File: config.mk
export PLATFORM = sky130hd
export DESIGN_NAME = fpu_issue_decoder
export DESIGN_NICKNAME = d
export VERILOG_FILES = /design/src/source/fpu_pkg.sv /design/src/source/fpu_issue_decoder.sv
export VERILOG_INCLUDE_DIRS = /design/src /design/src/source
export SDC_FILE = /design/constraint.sdc
export NUM_CORES = 1
export LEC_CHECK = 0
export ABC_AREA = 0
export BUFFER_PORTS_ARGS = -buffer_cell sky130_fd_sc_hd__buf_2
export CAP_MARGIN = 10
export CORE_AREA = 2 2 141 143
export CTS_CLUSTER_SIZE = 30
export DETAILED_ROUTE_END_ITERATION = 8
export DIE_AREA = 0 0 143 145
export SYNTH_ARGS = -nofsm -noshare
export SYNTH_HDL_FRONTEND = slang
export SYNTH_SLANG_ARGS = --single-unit
File: constraint.sdc
create_clock -name i_clk -period 0.8 [get_ports i_clk]
set_input_delay 0.04 -clock i_clk [delete_from_list [all_inputs] [get_ports i_clk]]
set_output_delay 0.04 -clock i_clk [all_outputs]
set_load 0.1 [all_outputs]
File: src/source/fpu_config.svh
`ifndef FPU_CONFIG_SVH
`define FPU_CONFIG_SVH

// ----------------------------------------
// Cluster sizing
// ----------------------------------------

// One lane per issue slot
`define FPU_LANES 2

// Architectural FP registers
`define FPR_NUM 32

// Register data width
`define FPU_XLEN 64

`endif

File: src/source/fpu_pkg.sv
`include "fpu_config.svh"

package fpu_pkg;

  // ----------------------------------------
  // Pipe operations
  // ----------------------------------------
  typedef enum logic [3:0] {
    OP_NONE     = 4'd0,
    OP_FMV_W_X  = 4'd1,  // Integer to NaN-boxed single
    OP_FMV_X_W  = 4'd2,  // Single to sign-extended integer
    OP_FSGNJ_S  = 4'd3,
    OP_FSGNJN_S = 4'd4,
    OP_FSGNJX_S = 4'd5,
    OP_FSGNJ_D  = 4'd6,
    OP_FSGNJN_D = 4'd7,
    OP_FSGNJX_D = 4'd8
  } fpu_op_t;

  // ----------------------------------------
  // Data and register index
  // ----------------------------------------
  typedef logic [`FPU_XLEN-1:0] xlen_t;
  typedef logic [4:0]           rnid_t;

  // Quiet NaN in a NaN box
  localparam xlen_t CANON_NAN_S = 64'hffff_ffff_7fc0_0000;

endpackage

File: src/source/fpu_issue_decoder.sv
`include "fpu_config.svh"

module fpu_issue_decoder
  import fpu_pkg::*;
(
  input  logic    i_clk,
  input  logic    i_reset_n,

  input  logic    i_inst_valid [`FPU_LANES],
  input  logic [31:0] i_inst     [`FPU_LANES],
  input  xlen_t   i_int_data   [`FPU_LANES],

  output logic    o_valid      [`FPU_LANES],
  output fpu_op_t o_op         [`FPU_LANES],
  output rnid_t   o_rs1        [`FPU_LANES],
  output rnid_t   o_rs2        [`FPU_LANES],
  output rnid_t   o_rd         [`FPU_LANES],
  output xlen_t   o_int_data   [`FPU_LANES]
);

  localparam logic [6:0] OPC_OP_FP = 7'b1010011;
  localparam logic [6:0] F7_SGNJ_S = 7'b0010000;
  localparam logic [6:0] F7_SGNJ_D = 7'b0010001;
  localparam logic [6:0] F7_MV_W_X = 7'b1111000;
  localparam logic [6:0] F7_MV_X_W = 7'b1110000;

  fpu_op_t w_op [`FPU_LANES];

  function automatic fpu_op_t decode_op(input logic [31:0] inst);
    logic [6:0] funct7;
    logic [2:0] funct3;
    logic       dbl;
    fpu_op_t    op;
    funct7 = inst[31:25];
    funct3 = inst[14:12];
    dbl    = funct7[0];  // fmt bit of the sign injections
    op     = OP_NONE;
    if (inst[6:0] == OPC_OP_FP) begin
      case (funct7)
        F7_SGNJ_S, F7_SGNJ_D: begin
          case (funct3)
            3'b000:  op = dbl ? OP_FSGNJ_D  : OP_FSGNJ_S;
            3'b001:  op = dbl ? OP_FSGNJN_D : OP_FSGNJN_S;
            3'b010:  op = dbl ? OP_FSGNJX_D : OP_FSGNJX_S;
            default: op = OP_NONE;
          endcase
        end
        F7_MV_W_X: op = (funct3 == 3'b000) ? OP_FMV_W_X : OP_NONE;
        F7_MV_X_W: op = (funct3 == 3'b000) ? OP_FMV_X_W : OP_NONE;
        default:   op = OP_NONE;
      endcase
    end
    return op;
  endfunction

  always_comb begin
    for (int l = 0; l < `FPU_LANES; l++) begin
      w_op[l] = i_inst_valid[l] ? decode_op(i_inst[l]) : OP_NONE;
    end
  end

  // ----------------------------------------
  // EX0 registers
  // ----------------------------------------
  always_ff @(posedge i_clk or negedge i_reset_n) begin
    if (!i_reset_n) begin
      for (int l = 0; l < `FPU_LANES; l++) begin
        o_valid[l] <= 1'b0;
        o_op[l]    <= OP_NONE;
      end
    end else begin
      for (int l = 0; l < `FPU_LANES; l++) begin
        o_valid[l] <= (w_op[l] != OP_NONE);  // Unknown words dropped here
        o_op[l]    <= w_op[l];
      end
    end
  end

  always_ff @(posedge i_clk) begin
    for (int l = 0; l < `FPU_LANES; l++) begin
      o_rs1[l]      <= i_inst[l][19:15];
      o_rs2[l]      <= i_inst[l][24:20];
      o_rd[l]       <= i_inst[l][11:7];
      o_int_data[l] <= i_int_data[l];
    end
  end

endmodule

After elaboration in Yosys (flattened, before gate mapping). Index checks and enable logic that the tools add are counted. Widths: inputs -> output; s select.

Logic and storage cells: 50. Output and inout port bits: 168. Input bits: 196. Flip-flop bits (word level): 168.

Equality and inequality tests: 14. Reductions and logical operators: 6. Multiplexer cells: 18.

Operators by type and width (count): $pmux 4 s3 (4); $eq 7x7->1 const B (6); $eq 7x5->1 const B (4); $mux 4 (6); $mux 2 (4); $reduce_bool 4->1 (2); $eq 3x1->1 const B (2); $eq 3x2->1 const B (2); $logic_not 3->1 (2); $mux 3 (2); $reduce_or 2->1 (2); $mux 1 (2).

Logic depth before layout (Yosys ltp). Gate-level depths: netlist (run 1).

Depth in word-level cells: 6. Mapped depth: 4. Mapped depth without buffers: 4.

Worst setup path after synthesis (run 1). Ideal clock, no wire load.

Path type: in2reg. Start: input i_inst[37] (netlist bit). End: register o_op[5] (netlist bit). Slack: -0.531 ns. Stages: 4. Setup time: 0.073 ns. Required time: 0.727 ns. Buffers on the path: 0. Data arrival time: 1.257 ns. Cells stage by stage: nand4b_1 -> or4_4 -> or4_4 -> a21oi_2.

RTL lines: from (decl) (line fpu_issue_decoder.sv:10) `` input logic [31:0] i_inst [`FPU_LANES], ``; to (signal, indexed assignment) (line fpu_issue_decoder.sv:74) `o_op[l] <= w_op[l];`; to (decl) (line fpu_issue_decoder.sv:14) `` output fpu_op_t o_op [`FPU_LANES], ``.

==> impl_metrics.env, run 1 <==
export IMPL_status="finished with violations"
export IMPL_violations="hold timing, setup timing"
export IMPL_areaGrowthSynthToFinish_pct=195
export IMPL_crit_required_ns=1.14
export IMPL_synth_common_cells="158 x dfxtp_1, 10 x dfrtp_1, 7 x nand2_1, 7 x nor2_1, 4 x a21oi_1"
export IMPL_num_rows=51
export IMPL_antenna_found_initial=1
export IMPL_fin_crit_ns=1.06
export IMPL_setup_viol=175
export IMPL_critPathKind="input pin to register"
export IMPL_numPortBuffers=363
export IMPL_placedCellCount=857
export IMPL_hold_violations=6
export IMPL_synth_top_flop_cell="dfxtp_1"
export IMPL_hp_class="input pin to register"
export IMPL_synth_cells=219
export IMPL_yosysTopAreaCell="dfxtp_1"
export IMPL_dieHeight_um=145
export IMPL_grt_pass1_wl_um=23000
export IMPL_io_pins=364
export IMPL_synthArstFlopShare_pct=5.95
export IMPL_cts_root_buf="clkbuf_16"
export IMPL_p_leak_nw=4.90
export IMPL_htreeDepth=4
export IMPL_fin_crit_sh_pct=133
export IMPL_cts_buffers=17
export IMPL_fin_nets=970
export IMPL_final_util_pct=57.2
export IMPL_cts_tree="done"
export IMPL_cts_sinks=168
export IMPL_yosys_area_top_type_share_pct=84.9
export IMPL_start_util_pct=19.4
export IMPL_fill_cells=1427
export IMPL_yosysMostFrequentCell="dfxtp_1"
export IMPL_dpl_hpwl_um=11100
export IMPL_die_area_um2=20700
export IMPL_core_um2=19200
export IMPL_yosys_warnings=0
export IMPL_grt_ovfl_total=0
export IMPL_fin_cells=1052
export IMPL_syn_avg_cell_area_um2=17.0
export IMPL_holdWs_ns=-0.0881
export IMPL_report_final_slew_viol_count=0
export IMPL_start_kind="input pin"
export IMPL_grt_setup_unrepaired="true"
export IMPL_grt_max_degree=17
export IMPL_ant_nets=0
export IMPL_synth_edf_count=0
export IMPL_yosys_cell_types_count=26
export IMPL_grt_total_usage_pct=14.7
export IMPL_post_drt_wl_per_cell_um=14.5
export IMPL_cap_violations=0
export IMPL_cp_end_kind="register"
export IMPL_gp_congestion=0.769
export IMPL_worstPathMaxFanout=2
export IMPL_crit_arrival_ns=1.40
export IMPL_grt_pass1_vias=4373
export IMPL_yosys_top_cells_area="dfxtp_1 85%, dfrtp_1 6.7%, nand2_1 0.70%, nor2_1 0.70%, or4_4 0.60%"
export IMPL_cts_max_path_buffers=2
export IMPL_drc=0
export IMPL_die_w_um=143
export IMPL_viasPerCell=3.61
export IMPL_drt_wl_total_um=15300
export IMPL_vias=3802
export IMPL_slew_limit_headroom_pct=80.1
export IMPL_timing_fmax_mhz=939
export IMPL_cts_clk_slew_worst_paths_ns=0.06
export IMPL_layout_drive_gt1_share_pct=74.4
export IMPL_peakVddDrop_uv=1250
export IMPL_worst_slew_pin_slew_ns=0.296
export IMPL_syn_area_um2=3730
export IMPL_drtIter0Drc=63
export IMPL_yosysSeqAreaShare_pct=91.6
export IMPL_powerDensity_nw_per_um2=2110
export IMPL_drtPass1Iterations=4
export IMPL_ys_ff_latch=168
export IMPL_synth_nets=415
export IMPL_power_w=0.0231
export IMPL_setup_ws_ns=-0.265
## timing repair
item,in CTS,in global routing
setup endpoints to repair,171,178
gates resized for setup,4,8
hold buffers,163,2
hold endpoints to repair,178,8
pin swaps,2,6
gates cloned,0,0
setup buffers,0,1
## power by group
part | switching (W) | internal (W) | total (W)
Sequential | 0.000355 | 0.00889 | 0.00925
Clock | 0.00334 | 0.00441 | 0.00775
Combinational | 0.00365 | 0.00249 | 0.00614
Total | 0.00734 | 0.0158 | 0.0231
## cell type report
cell class / instances / area (um2) / share of cell area (%)
Timing Repair Buffer: 536 / 6060 / 55.2
Tap cell: 265 / 332 / 3.02
Multi-Input combinational cell: 50 / 397 / 3.61
Sequential cell: 168 / 3620 / 33.0
Clock buffer: 20 / 447 / 4.07
Antenna cell: 1 / 2.50 / 0.0228
Clock inverter: 11 / 113 / 1.03
Inverter: 1 / 3.75 / 0.0342
## placed cells by master (no fill, tap or decap), drive strengths merged, types with 5 or more instances in the layout
cell and n:
a21oi 5, buf 374, clkbuf 20, dfrtp 10, dfxtp 158, dlygate4sd3 162, inv 6, nand2 7
nor2 7
## sequential cells by signal, summed over array words and instances, names as in the netlist
name        count
o_op            8
o_valid         2
o_rs2          10
o_int_data    128
o_rs1          10
o_rd           10
## metal layers
metal | share of wire [%] | GRT usage [%]
met4 | 2.5 | 5.74
met1 | 33 | 13.8
met3 | 7.2 | 4.69
met2 | 58 | 28.6
met5 | 0 | 0
## critical path, cell delays in order
cell      delay (ns)
buf_6           0.09
nand4b_1        0.17
or4_4           0.51
or4_4           0.49
a21oi_2         0.10
## path summary, 6_finish.rpt
path,startpoint,end,slack (ns),depth (start not counted)
worst min-delay path,i_inst[45],o_op[5]$_DFF_PN0_,-0.09,3
min in group asynchronous,i_reset_n,o_valid[0]$_DFF_PN0_,0.02,2
max in group asynchronous,i_reset_n,o_op[0]$_DFF_PN0_,0.57,2
worst max-delay path,i_inst[37],o_op[5]$_DFF_PN0_,-0.26,5
## kinds of logic (layout without fill, tap and decap cells)
logic type	Yosys count	count (layout)	synth area share (%)
flops	168	168	91.6
simple gates	36	36	5.91
buf+inv	1	568	0.101
xor+xnor	1	1	0.235
other cells	0	1	0
compound gates	13	13	2.18
## metrics by stage
stage | instance area, um2 | worst slack, ns | TNS [ns]
2_1_floorplan | 3980 | -0.531 | -1.84
3_3_place_gp | 8730 | -0.634 | -3.55
3_5_place_dp | 8730 | -0.644 | -3.80
4_1_cts | 10900 | -0.280 | -33.47
5_1_grt | 11000 | -0.285 | -34.86
6_report | 11000 | -0.265 | -27.78
No activity file was read; power rests on OpenSTA's default activity.
==> run 2: changes to the inputs <==
--- a/config.mk
+++ b/config.mk
@@ -10,6 +10,7 @@
 export BUFFER_PORTS_ARGS = -buffer_cell sky130_fd_sc_hd__buf_2
 export CAP_MARGIN = 10
 export CORE_AREA = 2 2 141 143
+export CTS_BUF_LIST = sky130_fd_sc_hd__clkbuf_16
 export CTS_CLUSTER_SIZE = 30
 export DETAILED_ROUTE_END_ITERATION = 8
 export DIE_AREA = 0 0 143 145
==> impl_metrics.env, run 2 (synthesis gave the netlist of run 1 again) <==
export IMPL_status="finished with violations"
export IMPL_violations="hold timing, setup timing"
export IMPL_grt_ovfl_total=0
export IMPL_fin_nets=970
export IMPL_ant_nets=0
export IMPL_setup_ws_ns=-0.264
export IMPL_start_kind="input pin"
export IMPL_gp_congestion=0.769
export IMPL_largest_reg_flops=128
export IMPL_powerDensity_nw_per_um2=2100
export IMPL_hold_path_endpoint="o_op[5]$_DFF_PN0_"
export IMPL_grt_setup_unrepaired="true"
export IMPL_layout_drive_gt1_share_pct=74.3
export IMPL_hp_start="i_inst[45]"
export IMPL_min_path_cells=3
export IMPL_num_rows=51
export IMPL_dpl_hpwl_um=11100
export IMPL_grt_pass1_vias=4384
export IMPL_io_pins=364
export IMPL_dp_slack_ns=-0.644
export IMPL_report_final_slew_viol_count=0
export IMPL_grt_pass1_wl_um=23100
export IMPL_die_area_um2=20700
export IMPL_worstPathMaxFanout=2
export IMPL_hold_violations=6
export IMPL_max_flop_register="o_int_data"
export IMPL_final_common_cell="buf_2"
export IMPL_critPathKind="input pin to register"
export IMPL_cap_violations=0
export IMPL_cts_buffers=17
export IMPL_mostFrequentLayoutCells="193 x buf_2, 168 x buf_12, 162 x dlygate4sd3_1"
export IMPL_drc=0
export IMPL_grt_total_usage_pct=14.7
export IMPL_drt_wl_total_um=15300
export IMPL_p_leak_nw=4.90
export IMPL_power_w=0.0230
export IMPL_cp_end_kind="register"
export IMPL_post_drt_wl_per_cell_um=14.6
export IMPL_worst_slew_pin_slew_ns=0.296
export IMPL_crit_required_ns=1.14
export IMPL_grt_max_degree=17
export IMPL_dieHeight_um=145
export IMPL_drtPass1Iterations=4
export IMPL_start_util_pct=19.4
export IMPL_die_w_um=143
export IMPL_drtIter0Drc=69
export IMPL_slew_limit_headroom_pct=80.1
export IMPL_cts_max_path_buffers=2
export IMPL_numPortBuffers=363
export IMPL_setup_viol=175
export IMPL_core_um2=19200
export IMPL_crit_arrival_ns=1.40
export IMPL_cts_clk_slew_worst_paths_ns=0.06
export IMPL_vias=3822
export IMPL_fill_cells=1432
export IMPL_antenna_found_initial=2
export IMPL_timing_fmax_mhz=940
export IMPL_cts_root_buf="clkbuf_16"
export IMPL_hp_class="input pin to register"
export IMPL_cts_tree="done"
export IMPL_cts_sinks=168
export IMPL_peakVddDrop_uv=1250
export IMPL_holdWs_ns=-0.0890
export IMPL_viasPerCell=3.63
export IMPL_htreeDepth=4
export IMPL_areaGrowthSynthToFinish_pct=194
export IMPL_fin_crit_sh_pct=133
export IMPL_fin_crit_ns=1.06
==> run 2: cell count changes in the layout (fill, tap and decap cells not counted) <==
| cell | before | now |
|---|---|---|
| clkinv_1 | 0 | 1 |
| clkbuf_1 | 2 | 0 |
| inv_1 | 1 | 3 |
| diode_2 | 1 | 2 |
| clkbuf_8 | 1 | 0 |
==> run 2: metal layers <==
metal / up-vias / track usage (%) / part of all wire [%]
met5: - / 0 / 0
met4: 0 / 6.19 / 2.6
met3: 28 / 4.79 / 7.2
met2: 196 / 28.5 / 58
li1: 1832 / - / -
met1: 1766 / 13.8 / 32
==> run 2: how the worst max path moves through the flow <==
stage / slack, ns / start / end / depth (start not counted)
after global placement: -0.63 / i_inst[37] / o_op[5]$_DFF_PN0_ / 5
after CTS: -0.28 / o_op[0]$_DFF_PN0_ / o_op[0] / 1
after global routing: -0.28 / o_op[0]$_DFF_PN0_ / o_op[0] / 1
after floorplan: -0.53 / i_inst[37] / o_op[5]$_DFF_PN0_ / 4
final: -0.26 / i_inst[37] / o_op[5]$_DFF_PN0_ / 5
after detailed placement: -0.64 / i_inst[37] / o_op[5]$_DFF_PN0_ / 5
==> run 2: final cells by class <==
class	instances	area (um2)	area share (%)
flip-flops and latches	168	3620	33.0
diodes	2	5.00	0.0456
clock buffers	17	425	3.88
multi-input cells	50	397	3.62
inverters	1	3.75	0.0342
clock inverters	14	124	1.13
well taps	265	332	3.02
repair buffers	536	6060	55.2
==> run 2: critical path: stages <==
cell and delay (ns):
buf_6 0.09, nand4b_1 0.17, or4_4 0.51, or4_4 0.49, a21oi_2 0.10
==> run 2: report_power, final <==
part           internal [W]  switching, W  total (W)
sequential          0.00889      0.000354    0.00925
combinational       0.00249       0.00365    0.00615
clock               0.00429       0.00332    0.00761
==> run 2: what timing repair did <==
action / in CTS / in global routing
hold buffers: 163 / 2
setup endpoints to repair: 171 / 178
resized for setup: 4 / 8
cloned: 0 / 0
hold endpoints to repair: 178 / 8
pin swaps: 2 / 6
setup buffers: 0 / 1
==> run 2: stage by stage <==
stage               cell area, um2  hold WS, ns  cells  setup TNS (ns)  utilization [%]
floorplan                     3980       -0.256    219           -1.84                -
global placement              8730      -0.0898    857           -3.55             45.4
detailed placement            8730      -0.0898    857           -3.80             45.4
CTS                          10900       -0.109   1051          -33.44             56.9
global route                 11000       -0.104   1053          -34.85             57.1
finish                       11000      -0.0890   1053          -27.83             57.1
