--- config.mk ---
export PLATFORM = sky130hd
export DESIGN_NAME = fpu_sgnj_lane
export DESIGN_NICKNAME = d
export VERILOG_FILES = /design/src/source/fpu_pkg.sv /design/src/source/fpu_sgnj_lane.sv
export VERILOG_INCLUDE_DIRS = /design/src /design/src/source
export SDC_FILE = /design/constraint.sdc
export NUM_CORES = 1
export LEC_CHECK = 0
export BUFFER_PORTS_ARGS = -buffer_cell sky130_fd_sc_hd__buf_4
export CAP_MARGIN = 5
export CORE_UTILIZATION = 30
export CTS_CLUSTER_DIAMETER = 40
export DETAILED_ROUTE_END_ITERATION = 10
export PLACE_DENSITY = 0.61
export SETUP_SLACK_MARGIN = 0.1
export SLEW_MARGIN = 15
export SYNTH_ARGS = -nofsm -noshare
export SYNTH_HDL_FRONTEND = slang
export SYNTH_SLANG_ARGS = --single-unit
--- constraint.sdc ---
create_clock -name i_clk -period 2.6 [get_ports i_clk]
set_input_delay 0.13 -clock i_clk [delete_from_list [all_inputs] [get_ports i_clk]]
set_output_delay 0.13 -clock i_clk [all_outputs]
set_load 0.03 [all_outputs]
--- src/source/fpu_config.svh ---
`ifndef FPU_CONFIG_SVH
`define FPU_CONFIG_SVH

// ----------------------------------------
// Cluster sizing
// ----------------------------------------

// One lane per issue slot
`define FPU_LANES 2

// Architectural FP registers
`define FPR_NUM 32

// Register data width
`define FPU_XLEN 64

`endif

--- src/source/fpu_pkg.sv ---
`include "fpu_config.svh"

package fpu_pkg;

  // ----------------------------------------
  // Pipe operations
  // ----------------------------------------
  typedef enum logic [3:0] {
    OP_NONE     = 4'd0,
    OP_FMV_W_X  = 4'd1,  // Integer to NaN-boxed single
    OP_FMV_X_W  = 4'd2,  // Single to sign-extended integer
    OP_FSGNJ_S  = 4'd3,
    OP_FSGNJN_S = 4'd4,
    OP_FSGNJX_S = 4'd5,
    OP_FSGNJ_D  = 4'd6,
    OP_FSGNJN_D = 4'd7,
    OP_FSGNJX_D = 4'd8
  } fpu_op_t;

  // ----------------------------------------
  // Data and register index
  // ----------------------------------------
  typedef logic [`FPU_XLEN-1:0] xlen_t;
  typedef logic [4:0]           rnid_t;

  // Quiet NaN in a NaN box
  localparam xlen_t CANON_NAN_S = 64'hffff_ffff_7fc0_0000;

endpackage

--- src/source/fpu_sgnj_lane.sv ---
`include "fpu_config.svh"

module fpu_sgnj_lane
  import fpu_pkg::*;
(
  input  logic    i_clk,
  input  logic    i_reset_n,

  input  logic    i_valid,
  input  fpu_op_t i_op,
  input  rnid_t   i_rs1,
  input  rnid_t   i_rs2,
  input  rnid_t   i_rd,
  input  xlen_t   i_int_data,

  output rnid_t   o_rd_addr1,
  output rnid_t   o_rd_addr2,
  input  xlen_t   i_rd_data1,
  input  xlen_t   i_rd_data2,

  input  logic    i_fwd_valid [`FPU_LANES],
  input  logic    i_fwd_fpr   [`FPU_LANES],
  input  rnid_t   i_fwd_rd    [`FPU_LANES],
  input  xlen_t   i_fwd_data  [`FPU_LANES],

  output logic    o_wr_valid,
  output logic    o_wr_fpr,
  output rnid_t   o_wr_rd,
  output xlen_t   o_wr_data
);

  logic    r_ex1_valid;
  fpu_op_t r_ex1_op;
  rnid_t   r_ex1_rs1;
  rnid_t   r_ex1_rs2;
  rnid_t   r_ex1_rd;
  xlen_t   r_ex1_int_data;

  logic    r_ex2_valid;
  fpu_op_t r_ex2_op;
  rnid_t   r_ex2_rs1;
  rnid_t   r_ex2_rs2;
  rnid_t   r_ex2_rd;
  xlen_t   r_ex2_rs1_data;
  xlen_t   r_ex2_rs2_data;

  logic [`FPU_LANES-1:0] w_rs1_oh;
  logic [`FPU_LANES-1:0] w_rs2_oh;
  xlen_t   w_rs1_fwd;
  xlen_t   w_rs2_fwd;
  xlen_t   w_rs1;
  xlen_t   w_rs2;
  xlen_t   w_rs1_canon;
  xlen_t   w_rs2_canon;
  xlen_t   w_ex2_res;
  logic    w_ex2_fpr;

  logic    r_ex3_valid;
  logic    r_ex3_fpr;
  rnid_t   r_ex3_rd;
  xlen_t   r_ex3_data;

  // ----------------------------------------
  // EX1 register read
  // ----------------------------------------
  always_ff @(posedge i_clk or negedge i_reset_n) begin
    if (!i_reset_n) begin
      r_ex1_valid <= 1'b0;
      r_ex1_op    <= OP_NONE;
      r_ex2_valid <= 1'b0;
      r_ex2_op    <= OP_NONE;
    end else begin
      r_ex1_valid <= i_valid;
      r_ex1_op    <= i_op;
      r_ex2_valid <= r_ex1_valid;
      r_ex2_op    <= r_ex1_op;
    end
  end

  always_ff @(posedge i_clk) begin
    r_ex1_rs1      <= i_rs1;
    r_ex1_rs2      <= i_rs2;
    r_ex1_rd       <= i_rd;
    r_ex1_int_data <= i_int_data;
    r_ex2_rs1      <= r_ex1_rs1;
    r_ex2_rs2      <= r_ex1_rs2;
    r_ex2_rd       <= r_ex1_rd;
    // fmv.w.x takes its source from the integer side
    r_ex2_rs1_data <= (r_ex1_op == OP_FMV_W_X) ? r_ex1_int_data : i_rd_data1;
    r_ex2_rs2_data <= i_rd_data2;
  end

  assign o_rd_addr1 = r_ex1_rs1;
  assign o_rd_addr2 = r_ex1_rs2;

  // ----------------------------------------
  // EX2 forwarding from EX3 buses
  // ----------------------------------------
  always_comb begin : fwd_select
    logic hit1;
    logic hit2;
    logic taken1;
    logic taken2;
    taken1    = 1'b0;
    taken2    = 1'b0;
    w_rs1_oh  = '0;
    w_rs2_oh  = '0;
    w_rs1_fwd = '0;
    w_rs2_fwd = '0;
    // Walk down so the highest lane claims the hit
    for (int l = `FPU_LANES - 1; l >= 0; l--) begin
      hit1 = i_fwd_valid[l] & i_fwd_fpr[l] & (i_fwd_rd[l] == r_ex2_rs1) &
             (r_ex2_op != OP_FMV_W_X);
      hit2 = i_fwd_valid[l] & i_fwd_fpr[l] & (i_fwd_rd[l] == r_ex2_rs2);
      w_rs1_oh[l] = hit1 & ~taken1;
      w_rs2_oh[l] = hit2 & ~taken2;
      taken1 = taken1 | hit1;
      taken2 = taken2 | hit2;
    end
    for (int l = 0; l < `FPU_LANES; l++) begin
      w_rs1_fwd = w_rs1_fwd | ({`FPU_XLEN{w_rs1_oh[l]}} & i_fwd_data[l]);
      w_rs2_fwd = w_rs2_fwd | ({`FPU_XLEN{w_rs2_oh[l]}} & i_fwd_data[l]);
    end
  end

  assign w_rs1 = |w_rs1_oh ? w_rs1_fwd : r_ex2_rs1_data;
  assign w_rs2 = |w_rs2_oh ? w_rs2_fwd : r_ex2_rs2_data;

  // Missing NaN box reads as canonical NaN
  assign w_rs1_canon = (&w_rs1[63:32]) ? w_rs1 : CANON_NAN_S;
  assign w_rs2_canon = (&w_rs2[63:32]) ? w_rs2 : CANON_NAN_S;

  always_comb begin
    w_ex2_fpr = 1'b1;
    case (r_ex2_op)
      OP_FMV_W_X:  w_ex2_res = {32'hffff_ffff, w_rs1[31:0]};
      OP_FMV_X_W: begin
        w_ex2_res = {{32{w_rs1[31]}}, w_rs1[31:0]};
        w_ex2_fpr = 1'b0;  // Goes to the integer side
      end
      OP_FSGNJ_S:  w_ex2_res = {w_rs1_canon[63:32], w_rs2_canon[31], w_rs1_canon[30:0]};
      OP_FSGNJN_S: w_ex2_res = {w_rs1_canon[63:32], ~w_rs2_canon[31], w_rs1_canon[30:0]};
      OP_FSGNJX_S: w_ex2_res = {w_rs1_canon[63:32], w_rs1_canon[31] ^ w_rs2_canon[31],
                                w_rs1_canon[30:0]};
      OP_FSGNJ_D:  w_ex2_res = {w_rs2[63], w_rs1[62:0]};
      OP_FSGNJN_D: w_ex2_res = {~w_rs2[63], w_rs1[62:0]};
      OP_FSGNJX_D: w_ex2_res = {w_rs1[63] ^ w_rs2[63], w_rs1[62:0]};
      default: begin
        w_ex2_res = '0;
        w_ex2_fpr = 1'b0;
      end
    endcase
  end

  // ----------------------------------------
  // EX3 write bus
  // ----------------------------------------
  always_ff @(posedge i_clk or negedge i_reset_n) begin
    if (!i_reset_n) begin
      r_ex3_valid <= 1'b0;
      r_ex3_fpr   <= 1'b0;
    end else begin
      r_ex3_valid <= r_ex2_valid;
      r_ex3_fpr   <= w_ex2_fpr;
    end
  end

  always_ff @(posedge i_clk) begin
    r_ex3_rd   <= r_ex2_rd;
    r_ex3_data <= w_ex2_res;
  end

  assign o_wr_valid = r_ex3_valid;
  assign o_wr_fpr   = r_ex3_fpr;
  assign o_wr_rd    = r_ex3_rd;
  assign o_wr_data  = r_ex3_data;

endmodule

Word level (Yosys, flattened, before mapping). Cells that the tools add are included.

Bits of input ports: 356. Register bits: 303. Output and inout port bits: 81. Logic and storage cells: 65.

Reductions and logical operators: 5. Eq/ne operators: 14. Multiplexer cells: 7. Bitwise operators: 22.

Operators by type and width (count): $pmux W64 S8 (1); $and A64 B64 Y64 (4); $mux W64 (4); $or A64 B64 Y64 (2); $reduce_and A32 Y1 (2); $mux W32 (1); $eq A5 B5 Y1 (4); $eq A4 B3 Y1 const B (4); $and A1 B1 Y1 (10); $eq A4 B1 Y1 const B (2); $eq A4 B2 Y1 const B (2); $reduce_or A7 Y1 (1); $eq A4 B4 Y1 const B (1); $ne A4 B1 Y1 const B (1); $not A1 Y1 (4); $reduce_or A2 Y1 (2); $xor A1 B1 Y1 (2); $mux W1 (1).

Longest topological paths before layout. Gate-level depths: netlist of the first run.

Depth in word-level cells: 12. Depth in mapped cells: 11. Gate-level depth less buffers: 8.

Worst setup path after synthesis of the first run. Ideal clock, no wire load.

Path type: register to register. Start: register r_ex2_op[0]. End: register r_ex3_data[12] (netlist: o_wr_data[12]). Stages on the path, launching flop included: 11. Clock period less this slack: 2.538 ns. Buffers on the path: 2. Data required time: 2.484 ns. Setup slack: 0.062 ns. Arrival: 2.422 ns. Library setup time: 0.116 ns. Cells stage by stage: dfrtp_1 buf_2 nor4b_4 or4_4 o21ai_1 o2bb2a_1 a41oi_2 o21ai_0 a21oi_2 buf_6 o21ai_2.

Longest elaborated chain between the ends: 10. Elaborated cells on any way between the ends: 21. Classes of those cells: eq/ne (9); mux (3); bitwise (7); reduce/logical (2).

Ends and longest elaborated chain: start: declaration (line fpu_sgnj_lane.sv:40) `fpu_op_t r_ex2_op;`; start signal: assignment (line fpu_sgnj_lane.sv:76) `r_ex2_op <= r_ex1_op;`; $ne A4 B1 Y1 (line fpu_sgnj_lane.sv:113) `(r_ex2_op != OP_FMV_W_X);`; $and A1 B1 Y1 (line fpu_sgnj_lane.sv:112) `hit1 = i_fwd_valid[l] & i_fwd_fpr[l] & (i_fwd_rd[l] == r_ex2_rs1) &`; $not A1 Y1 (line fpu_sgnj_lane.sv:115) `w_rs1_oh[l] = hit1 & ~taken1;`; $and A1 B1 Y1 (line fpu_sgnj_lane.sv:115); $and A64 B64 Y64 (line fpu_sgnj_lane.sv:121) `` w_rs1_fwd = w_rs1_fwd | ({`FPU_XLEN{w_rs1_oh[l]}} & i_fwd_data[l]); ``; $or A64 B64 Y64 (line fpu_sgnj_lane.sv:121); $mux W64 (line fpu_sgnj_lane.sv:126) `assign w_rs1 = |w_rs1_oh ? w_rs1_fwd : r_ex2_rs1_data;`; $reduce_and A32 Y1 (line fpu_sgnj_lane.sv:130) `assign w_rs1_canon = (&w_rs1[63:32]) ? w_rs1 : CANON_NAN_S;`; $mux W64 (line fpu_sgnj_lane.sv:130); $pmux W64 S8 * (line fpu_sgnj_lane.sv:135) `case (r_ex2_op)`; net w_ex2_res[12] (line fpu_sgnj_lane.sv:55) `xlen_t w_ex2_res;`; end signal: assignment (line fpu_sgnj_lane.sv:170) `r_ex3_data <= w_ex2_res;`; end: declaration (line fpu_sgnj_lane.sv:61) `xlen_t r_ex3_data;`.

Mark *: on every way through the listed nets, which the timed path passes. The rest lies on a longest branch.

Final worst setup path of the first run.
Start: register r_ex2_rs1[3]. End: register r_ex3_data[5] (netlist: o_wr_data[5]).

Longest elaborated chain between the ends: 11. Elaborated cells on any way between the ends: 16. Classes of those cells: eq/ne (2); mux (3); bitwise (9); reduce/logical (2).

Ends and longest elaborated chain: start: declaration (line fpu_sgnj_lane.sv:41) `rnid_t r_ex2_rs1;`; start signal: assignment (line fpu_sgnj_lane.sv:85) `r_ex2_rs1 <= r_ex1_rs1;`; $eq A5 B5 Y1 (line fpu_sgnj_lane.sv:112); $and A1 B1 Y1 (2 in a row) (line fpu_sgnj_lane.sv:112); $not A1 Y1 (line fpu_sgnj_lane.sv:115); $and A1 B1 Y1 (line fpu_sgnj_lane.sv:115); $and A64 B64 Y64 (line fpu_sgnj_lane.sv:121); $or A64 B64 Y64 (line fpu_sgnj_lane.sv:121); $mux W64 * (line fpu_sgnj_lane.sv:126); $reduce_and A32 Y1 (line fpu_sgnj_lane.sv:130); $mux W64 (line fpu_sgnj_lane.sv:130); $pmux W64 S8 * (line fpu_sgnj_lane.sv:135); net w_ex2_res[5] (line fpu_sgnj_lane.sv:55).

Marks and branches as above.

==> impl_metrics.tcl, run 1 <==
set metrics [dict create \
    cts_sinks 272 \
    crit_path_start_kind "flop" \
    drive_gt1_share_pct 41.8 \
    track_usage_pct 22.0 \
    syn_nets 1158 \
    synth_area_mm2 0.00927 \
    setup_violations 21 \
    fin_crit_ps 2640 \
    critPathRequiredTime_ps 3020 \
    wire_per_inst_um 18.3 \
    drt_iter0_drc 254 \
    design_power_total_mw 12.5 \
    htreeDepth 2 \
    wl_um 35700 \
    die_w_um 178 \
    synth_common_cells "260 x dfxtp_1, 119 x nand2_1, 68 x mux2_2, 59 x mux2i_1, 47 x o211ai_1" \
    ant_nets 0 \
    syn_inst 802 \
    crit_fanout 9 \
    cts_tree "yes" \
    critPathKind "flop to flop" \
    min_path_type "input port to flop" \
    ir_drop_v 0.000618 \
    maxSlewHeadroom_pct 60.5 \
    postLayoutSetupSlackWorst_ps -41.4 \
    finalClockSkew_ps 17.6 \
    ys_ff_latch 272 \
    status "finished, violations left" \
    grt_pass1_wl_um 52900 \
    crit_arrival_ps 3060 \
    die_area_mm2 0.0316 \
    worst_setup_path_end_kind "flop" \
    synth_top_area_cell "dfxtp_1" \
    r2r_slack_ps -40 \
    async_flop_share_pct 4.41 \
    dpl.hpwl_um 23400 \
    area_delta_synth_final_pct 88.9 \
    yosysUniqueCellTypes 51 \
    first_pass_iters 5 \
    max_stage_delay_ps 540 \
    grt_max_degree 45 \
    grt_antenna_before_repair 3 \
    path_clk_slew_ps 60 \
    grt_pass1_vias 10000 \
    finalNonFillerCells 1954 \
    pre_cts_ws_ps -99.8 \
    clockBufferDepth 3 \
    syn_avg_cell_area_um2 11.6 \
    leakage_nw 8.11 \
    yosys_warnings 0 \
    fmax_ghz 0.379 \
    cts_buffers 44 \
    rows 63 \
    synthTopCellsByArea "dfxtp_1 56%, mux2_2 8.3%, mux2i_1 6.4%" \
    ios 437 \
    start_util_pct 30.9 \
    routed_via_density 4.64 \
    drc_errors 0 \
    place_congestion 0.884 \
    crit_chain "xor2_1 > or4_4 > or2_4 > buf_4 > a41oi_4 > o21ai_2 > a21oi_4 > buf_6 > buf_12 > o21ai_2" \
    synth_ff_type "dfxtp_1" \
    gr-total-overflow 0 \
    max_slew.worst_pin.slew_ps 588 \
    report.final.slew_viol_count 0 \
    rsz0062_at_grt "yes" \
    max_cap_viol_count 0 \
    synth-edff-count 0 \
    clock_latency_ps 540 \
    synth_top_area_share_pct 56.1 \
    fin_crit_sh_pct 102 \
    coreArea_mm2 0.0300 \
    io_buffers 405 \
    p_per_area_mw_per_mm2 712 \
    dp_cells 1586 \
    nNetsFinal 1882 \
    critPathSlowestCell "or4_4" \
    cp_common_cell "o21ai_2" \
    synth.most_common_cell "dfxtp_1" \
    via_count 9061 \
    hold_violations 0 \
    dieHeight_um 178 \
    fin_hold_ws_ps 15.4 \
    ys_seq_area_share_pct 59.4 \
    clock-root-buffer "clkbuf_16" \
    violations "negative setup slack" \
]
## where the power goes
part           total [mW]  internal, mW  leakage (nW)  switching (mW)
logic                1.74         0.982          5.01           0.762
clock network        6.15          3.98         0.772            2.18
registers            4.57          4.46          2.33           0.114
total                12.5          9.42          8.11            3.05
## final cells by class
class / instances / area, µm²
timing repair buffer: 722 / 6230
multi-input combinational: 484 / 3690
inverter: 2 / 7.51
tap: 390 / 488
sequential: 272 / 5510
antenna: 3 / 7.51
clock inverter: 27 / 372
fill: 2381 / 12500
clock buffer: 54 / 1210
## routing by layer
layer  GRT usage [%]  vias to the layer above  routed length [µm]
li1                -                     4330                   -
met1            22.7                     4216               13200
met2            40.6                      406               18100
met3            5.98                      109                2780
met4            10.9                        0                1590
met5               0                        -                   0
## placed cells by master, fill, tap and decap left out, types with 7 or more instances in the layout
cell type | synthesis | layout
buf_4 | 0 | 437
dlygate4sd3_1 | 0 | 270
dfxtp_1 | 260 | 257
nand2_1 | 119 | 119
mux2_2 | 68 | 67
mux2i_1 | 59 | 58
o211ai_1 | 47 | 47
clkbuf_16 | 0 | 46
nand4_1 | 29 | 29
o21ai_2 | 20 | 23
o21ai_0 | 27 | 22
xor2_1 | 14 | 13
dfrtp_1 | 12 | 12
nand3_1 | 10 | 10
a221o_1 | 9 | 9
nor3_1 | 9 | 8
nor2_1 | 10 | 8
xnor2_1 | 8 | 8
buf_6 | 6 | 7
## worst paths after layout
check / from / end / depth (start not counted)
max: r_ex2_rs1[3]$_DFF_P_ / o_wr_data[5]$_DFF_P_ / 10
min: i_fwd_data[79] / o_wr_data[15]$_DFF_P_ / 5
max reg2reg: r_ex2_rs1[3]$_DFF_P_ / o_wr_data[5]$_DFF_P_ / 10
min reg2reg: r_ex1_rd[0]$_DFF_P_ / r_ex2_rd[0]$_DFF_P_ / 0
max in group asynchronous: i_reset_n / o_wr_fpr$_DFF_PN0_ / 3
min in group asynchronous: i_reset_n / r_ex1_valid$_DFF_PN0_ / 3
## what timing repair did
action	in CTS	in global routing
pin swaps	13	10
cloned	2	1
hold buffers	270	0
resized for setup	24	12
setup endpoints to repair	60	64
buffers inserted	10	1
endpoints found under the hold margin	251	0
## worst max-delay path, delay by kind of cell (launching register included)
family                    cells  cell delay, ps
xor gates and xnor gates      1             130
AOI/OAI and AO/OA             4             760
buffers and inverters         3             450
and+or+nand+nor               2             830
DFF                           1             320
## kinds of logic after synthesis
group | Yosys count | synth area share, %
AOI/OAI and AO/OA | 129 | 10.4
xor gates and xnor gates | 22 | 2.08
DFF | 272 | 59.4
muxes | 127 | 14.6
buffers and inverters | 46 | 2.47
and+or+nand+nor | 206 | 11.0
## through the flow
stage                     TNS, ps  instance area, µm²  util (%)
final                        -478               17500      58.3
after global routing        -3170               17500      58.3
after CTS                    -191               17500      58.1
after detailed placement    -1930               12900      43.0
after global placement      -56.0               12900      43.0
after floorplan                 0                9280         -
## sequential cells by signal (all words and copies together) (netlist names), 4 cells and up
register        flops
o_rd_addr2          5
o_wr_data          64
o_rd_addr1          5
r_ex2_rs2           5
r_ex2_rs2_data     33
r_ex1_op            4
r_ex1_int_data     64
r_ex1_rd            5
r_ex2_rs1           5
r_ex2_op            4
r_ex2_rd            5
r_ex2_rs1_data     64
o_wr_rd             5
Note: power is estimated with default switching activity, not from simulation.
==> run 2, diff against run 1 <==
--- a/config.mk
+++ b/config.mk
@@ -10,2 +10,3 @@
 export CAP_MARGIN = 5
+export CORE_ASPECT_RATIO = 1.5
 export CORE_UTILIZATION = 30
==> constraint.sdc (replaced) <==
create_clock -name i_clk -period 2.6 [get_ports i_clk]
set_input_delay 0.52 -clock i_clk [delete_from_list [all_inputs] [get_ports i_clk]]
set_output_delay 0.52 -clock i_clk [all_outputs]
set_load 0.03 [all_outputs]
==> impl_metrics.tcl, run 2 (synthesized netlist as in run 1, its figures left out) <==
set metrics [dict create \
    final_common_cell "buf_4" \
    critPathKind "flop to flop" \
    area_delta_synth_final_pct 57.7 \
    htreeDepth 2 \
    use_met2_pct 35.4 \
    gr-usage-met3_pct 5.39 \
    ir_drop_v 0.000528 \
    finalClockSkew_ps 24.4 \
    dieHeight_um 217 \
    grt_antenna_before_repair 1 \
    place_area_mm2 0.0131 \
    crit_arrival_ps 3020 \
    min_to "r_ex1_int_data[34]$_DFF_P_" \
    rsz0062_at_grt "yes" \
    clockBufferDepth 3 \
    hold_violations 0 \
    use_met1_pct 19.0 \
    grt_pass1_vias 8189 \
    gr-total-overflow 0 \
    leakage_nw 6.89 \
    fin_area_mm2 0.0146 \
    first_pass_iters 4 \
    routed_via_density 4.57 \
    fin_hold_ws_ps 97.2 \
    max_cap_viol_count 0 \
    grt_max_degree 57 \
    nNetsFinal 1620 \
    crit_path_start_kind "flop" \
    fin_crit_sh_pct 101 \
    crit_fanout 26 \
    via_count 7732 \
    wl_um 30200 \
    clock-root-buffer "clkbuf_16" \
    r2r-end "o_wr_data[48]$_DFF_P_" \
    drc_errors 0 \
    start_util_pct 30.5 \
    die_w_um 146 \
    fin_util_pct 48.2 \
    die_area_mm2 0.0316 \
    critPathRequiredTime_ps 2990 \
    reg2reg_from "r_ex2_rs1[3]$_DFF_P_" \
    cts_buffers 36 \
    fillers 2871 \
    path_clk_slew_ps 60 \
    layout_common_cells "453 x buf_4, 258 x dfxtp_1, 119 x nand2_1" \
    max_slew.worst_pin.slew_ps 1140 \
    violations "negative setup slack" \
    postLayoutSetupSlackWorst_ps -33.6 \
    ant_nets 0 \
    grt_pass1_wl_um 45300 \
    p_per_area_mw_per_mm2 756 \
    track_usage_pct 18.8 \
    drt_iter0_drc 197 \
    drive_gt1_share_pct 50.7 \
    min_path_type "input port to flop" \
    fin_crit_ps 2630 \
    cts_sinks 272 \
    dpl.hpwl_um 23700 \
    reg2regPathDepth 10 \
    clock_latency_ps 520 \
    coreArea_mm2 0.0304 \
    ios 437 \
    r2r_slack_ps -30 \
    wire_per_inst_um 17.8 \
    hp-start "i_int_data[34]" \
    cts_tree "yes" \
    grt_busiest_layer "met2" \
    fmax_ghz 0.380 \
    status "finished, violations left" \
    setup_violations 45 \
    rows 78 \
    pre_cts_ws_ps -398 \
    worst_setup_path_end_kind "flop" \
    place_congestion 0.834 \
    maxSlewHeadroom_pct 22.9 \
    report.final.slew_viol_count 0 \
    io_buffers 405 \
    min_delay_path_depth 1 \
]
==> run 2: worst max path at each step <==
stage	from	end	slack, ps	depth (start not counted)
3_3_place_gp	i_fwd_rd[5]	o_wr_data[1]$_DFF_P_	-400	10
6_report	r_ex2_rs1[3]$_DFF_P_	o_wr_data[48]$_DFF_P_	-30	10
5_1_grt	r_ex2_op[1]$_DFF_PN0_	o_wr_data[48]$_DFF_P_	-160	10
3_5_place_dp	i_fwd_rd[8]	o_wr_data[4]$_DFF_P_	-400	10
4_1_cts	r_ex2_op[2]$_DFF_PN0_	o_wr_data[8]$_DFF_P_	-50	11
2_1_floorplan	i_fwd_rd[1]	o_wr_data[63]$_DFF_P_	-20	10
==> run 2: layout make-up <==
type / instances / area (µm²) / share of cell area, %
inverter: 2 / 7.51 / 0.0513
clock buffer: 41 / 971 / 6.64
timing repair buffer: 467 / 3620 / 24.7
sequential: 272 / 5510 / 37.7
clock inverter: 24 / 294 / 2.01
multi-input combinational: 485 / 3720 / 25.5
antenna: 1 / 2.50 / 0.0171
tap: 400 / 500 / 3.42
==> run 2: through the flow <==
step / cells / TNS, ps / total power [mW]
final: 1692 / -773 / 11.0
after global routing: 1692 / -7610 / 11.5
after CTS: 1691 / -925 / 11.2
after detailed placement: 1616 / -19920 / 6.01
after global placement: 1616 / -19660 / 5.99
after floorplan: 802 / -16.1 / 5.23
==> run 2: layer usage <==
metal | vias up | wire [µm]
met2 | 328 | 15900
met4 | 0 | 1280
met3 | 66 | 2170
met5 | - | 0
li1 | 3795 | -
met1 | 3543 | 10800
==> run 2: power breakdown <==
group          internal, mW  switching [mW]
combinational         0.726           0.667
clock                  3.16            1.94
sequential             4.46           0.104
==> run 2: what timing repair did <==
action                     CTS  global route
cloned                       2             0
hold buffers                 1             0
setup endpoints to repair   61            64
buffers inserted             7             0
pin swaps                    7             3
hold endpoints to repair    12             0
gates resized for setup     30            11
==> run 2: worst max-delay path: stages (launching register included) <==
cell       delay (ps)
dfxtp_2           340
buf_6             110
xor2_1            130
or4_4             450
or2_4             330
a31oi_4           200
o2111ai_4         230
a211o_1           310
nand4b_4          150
buf_12            180
nand2_1            70
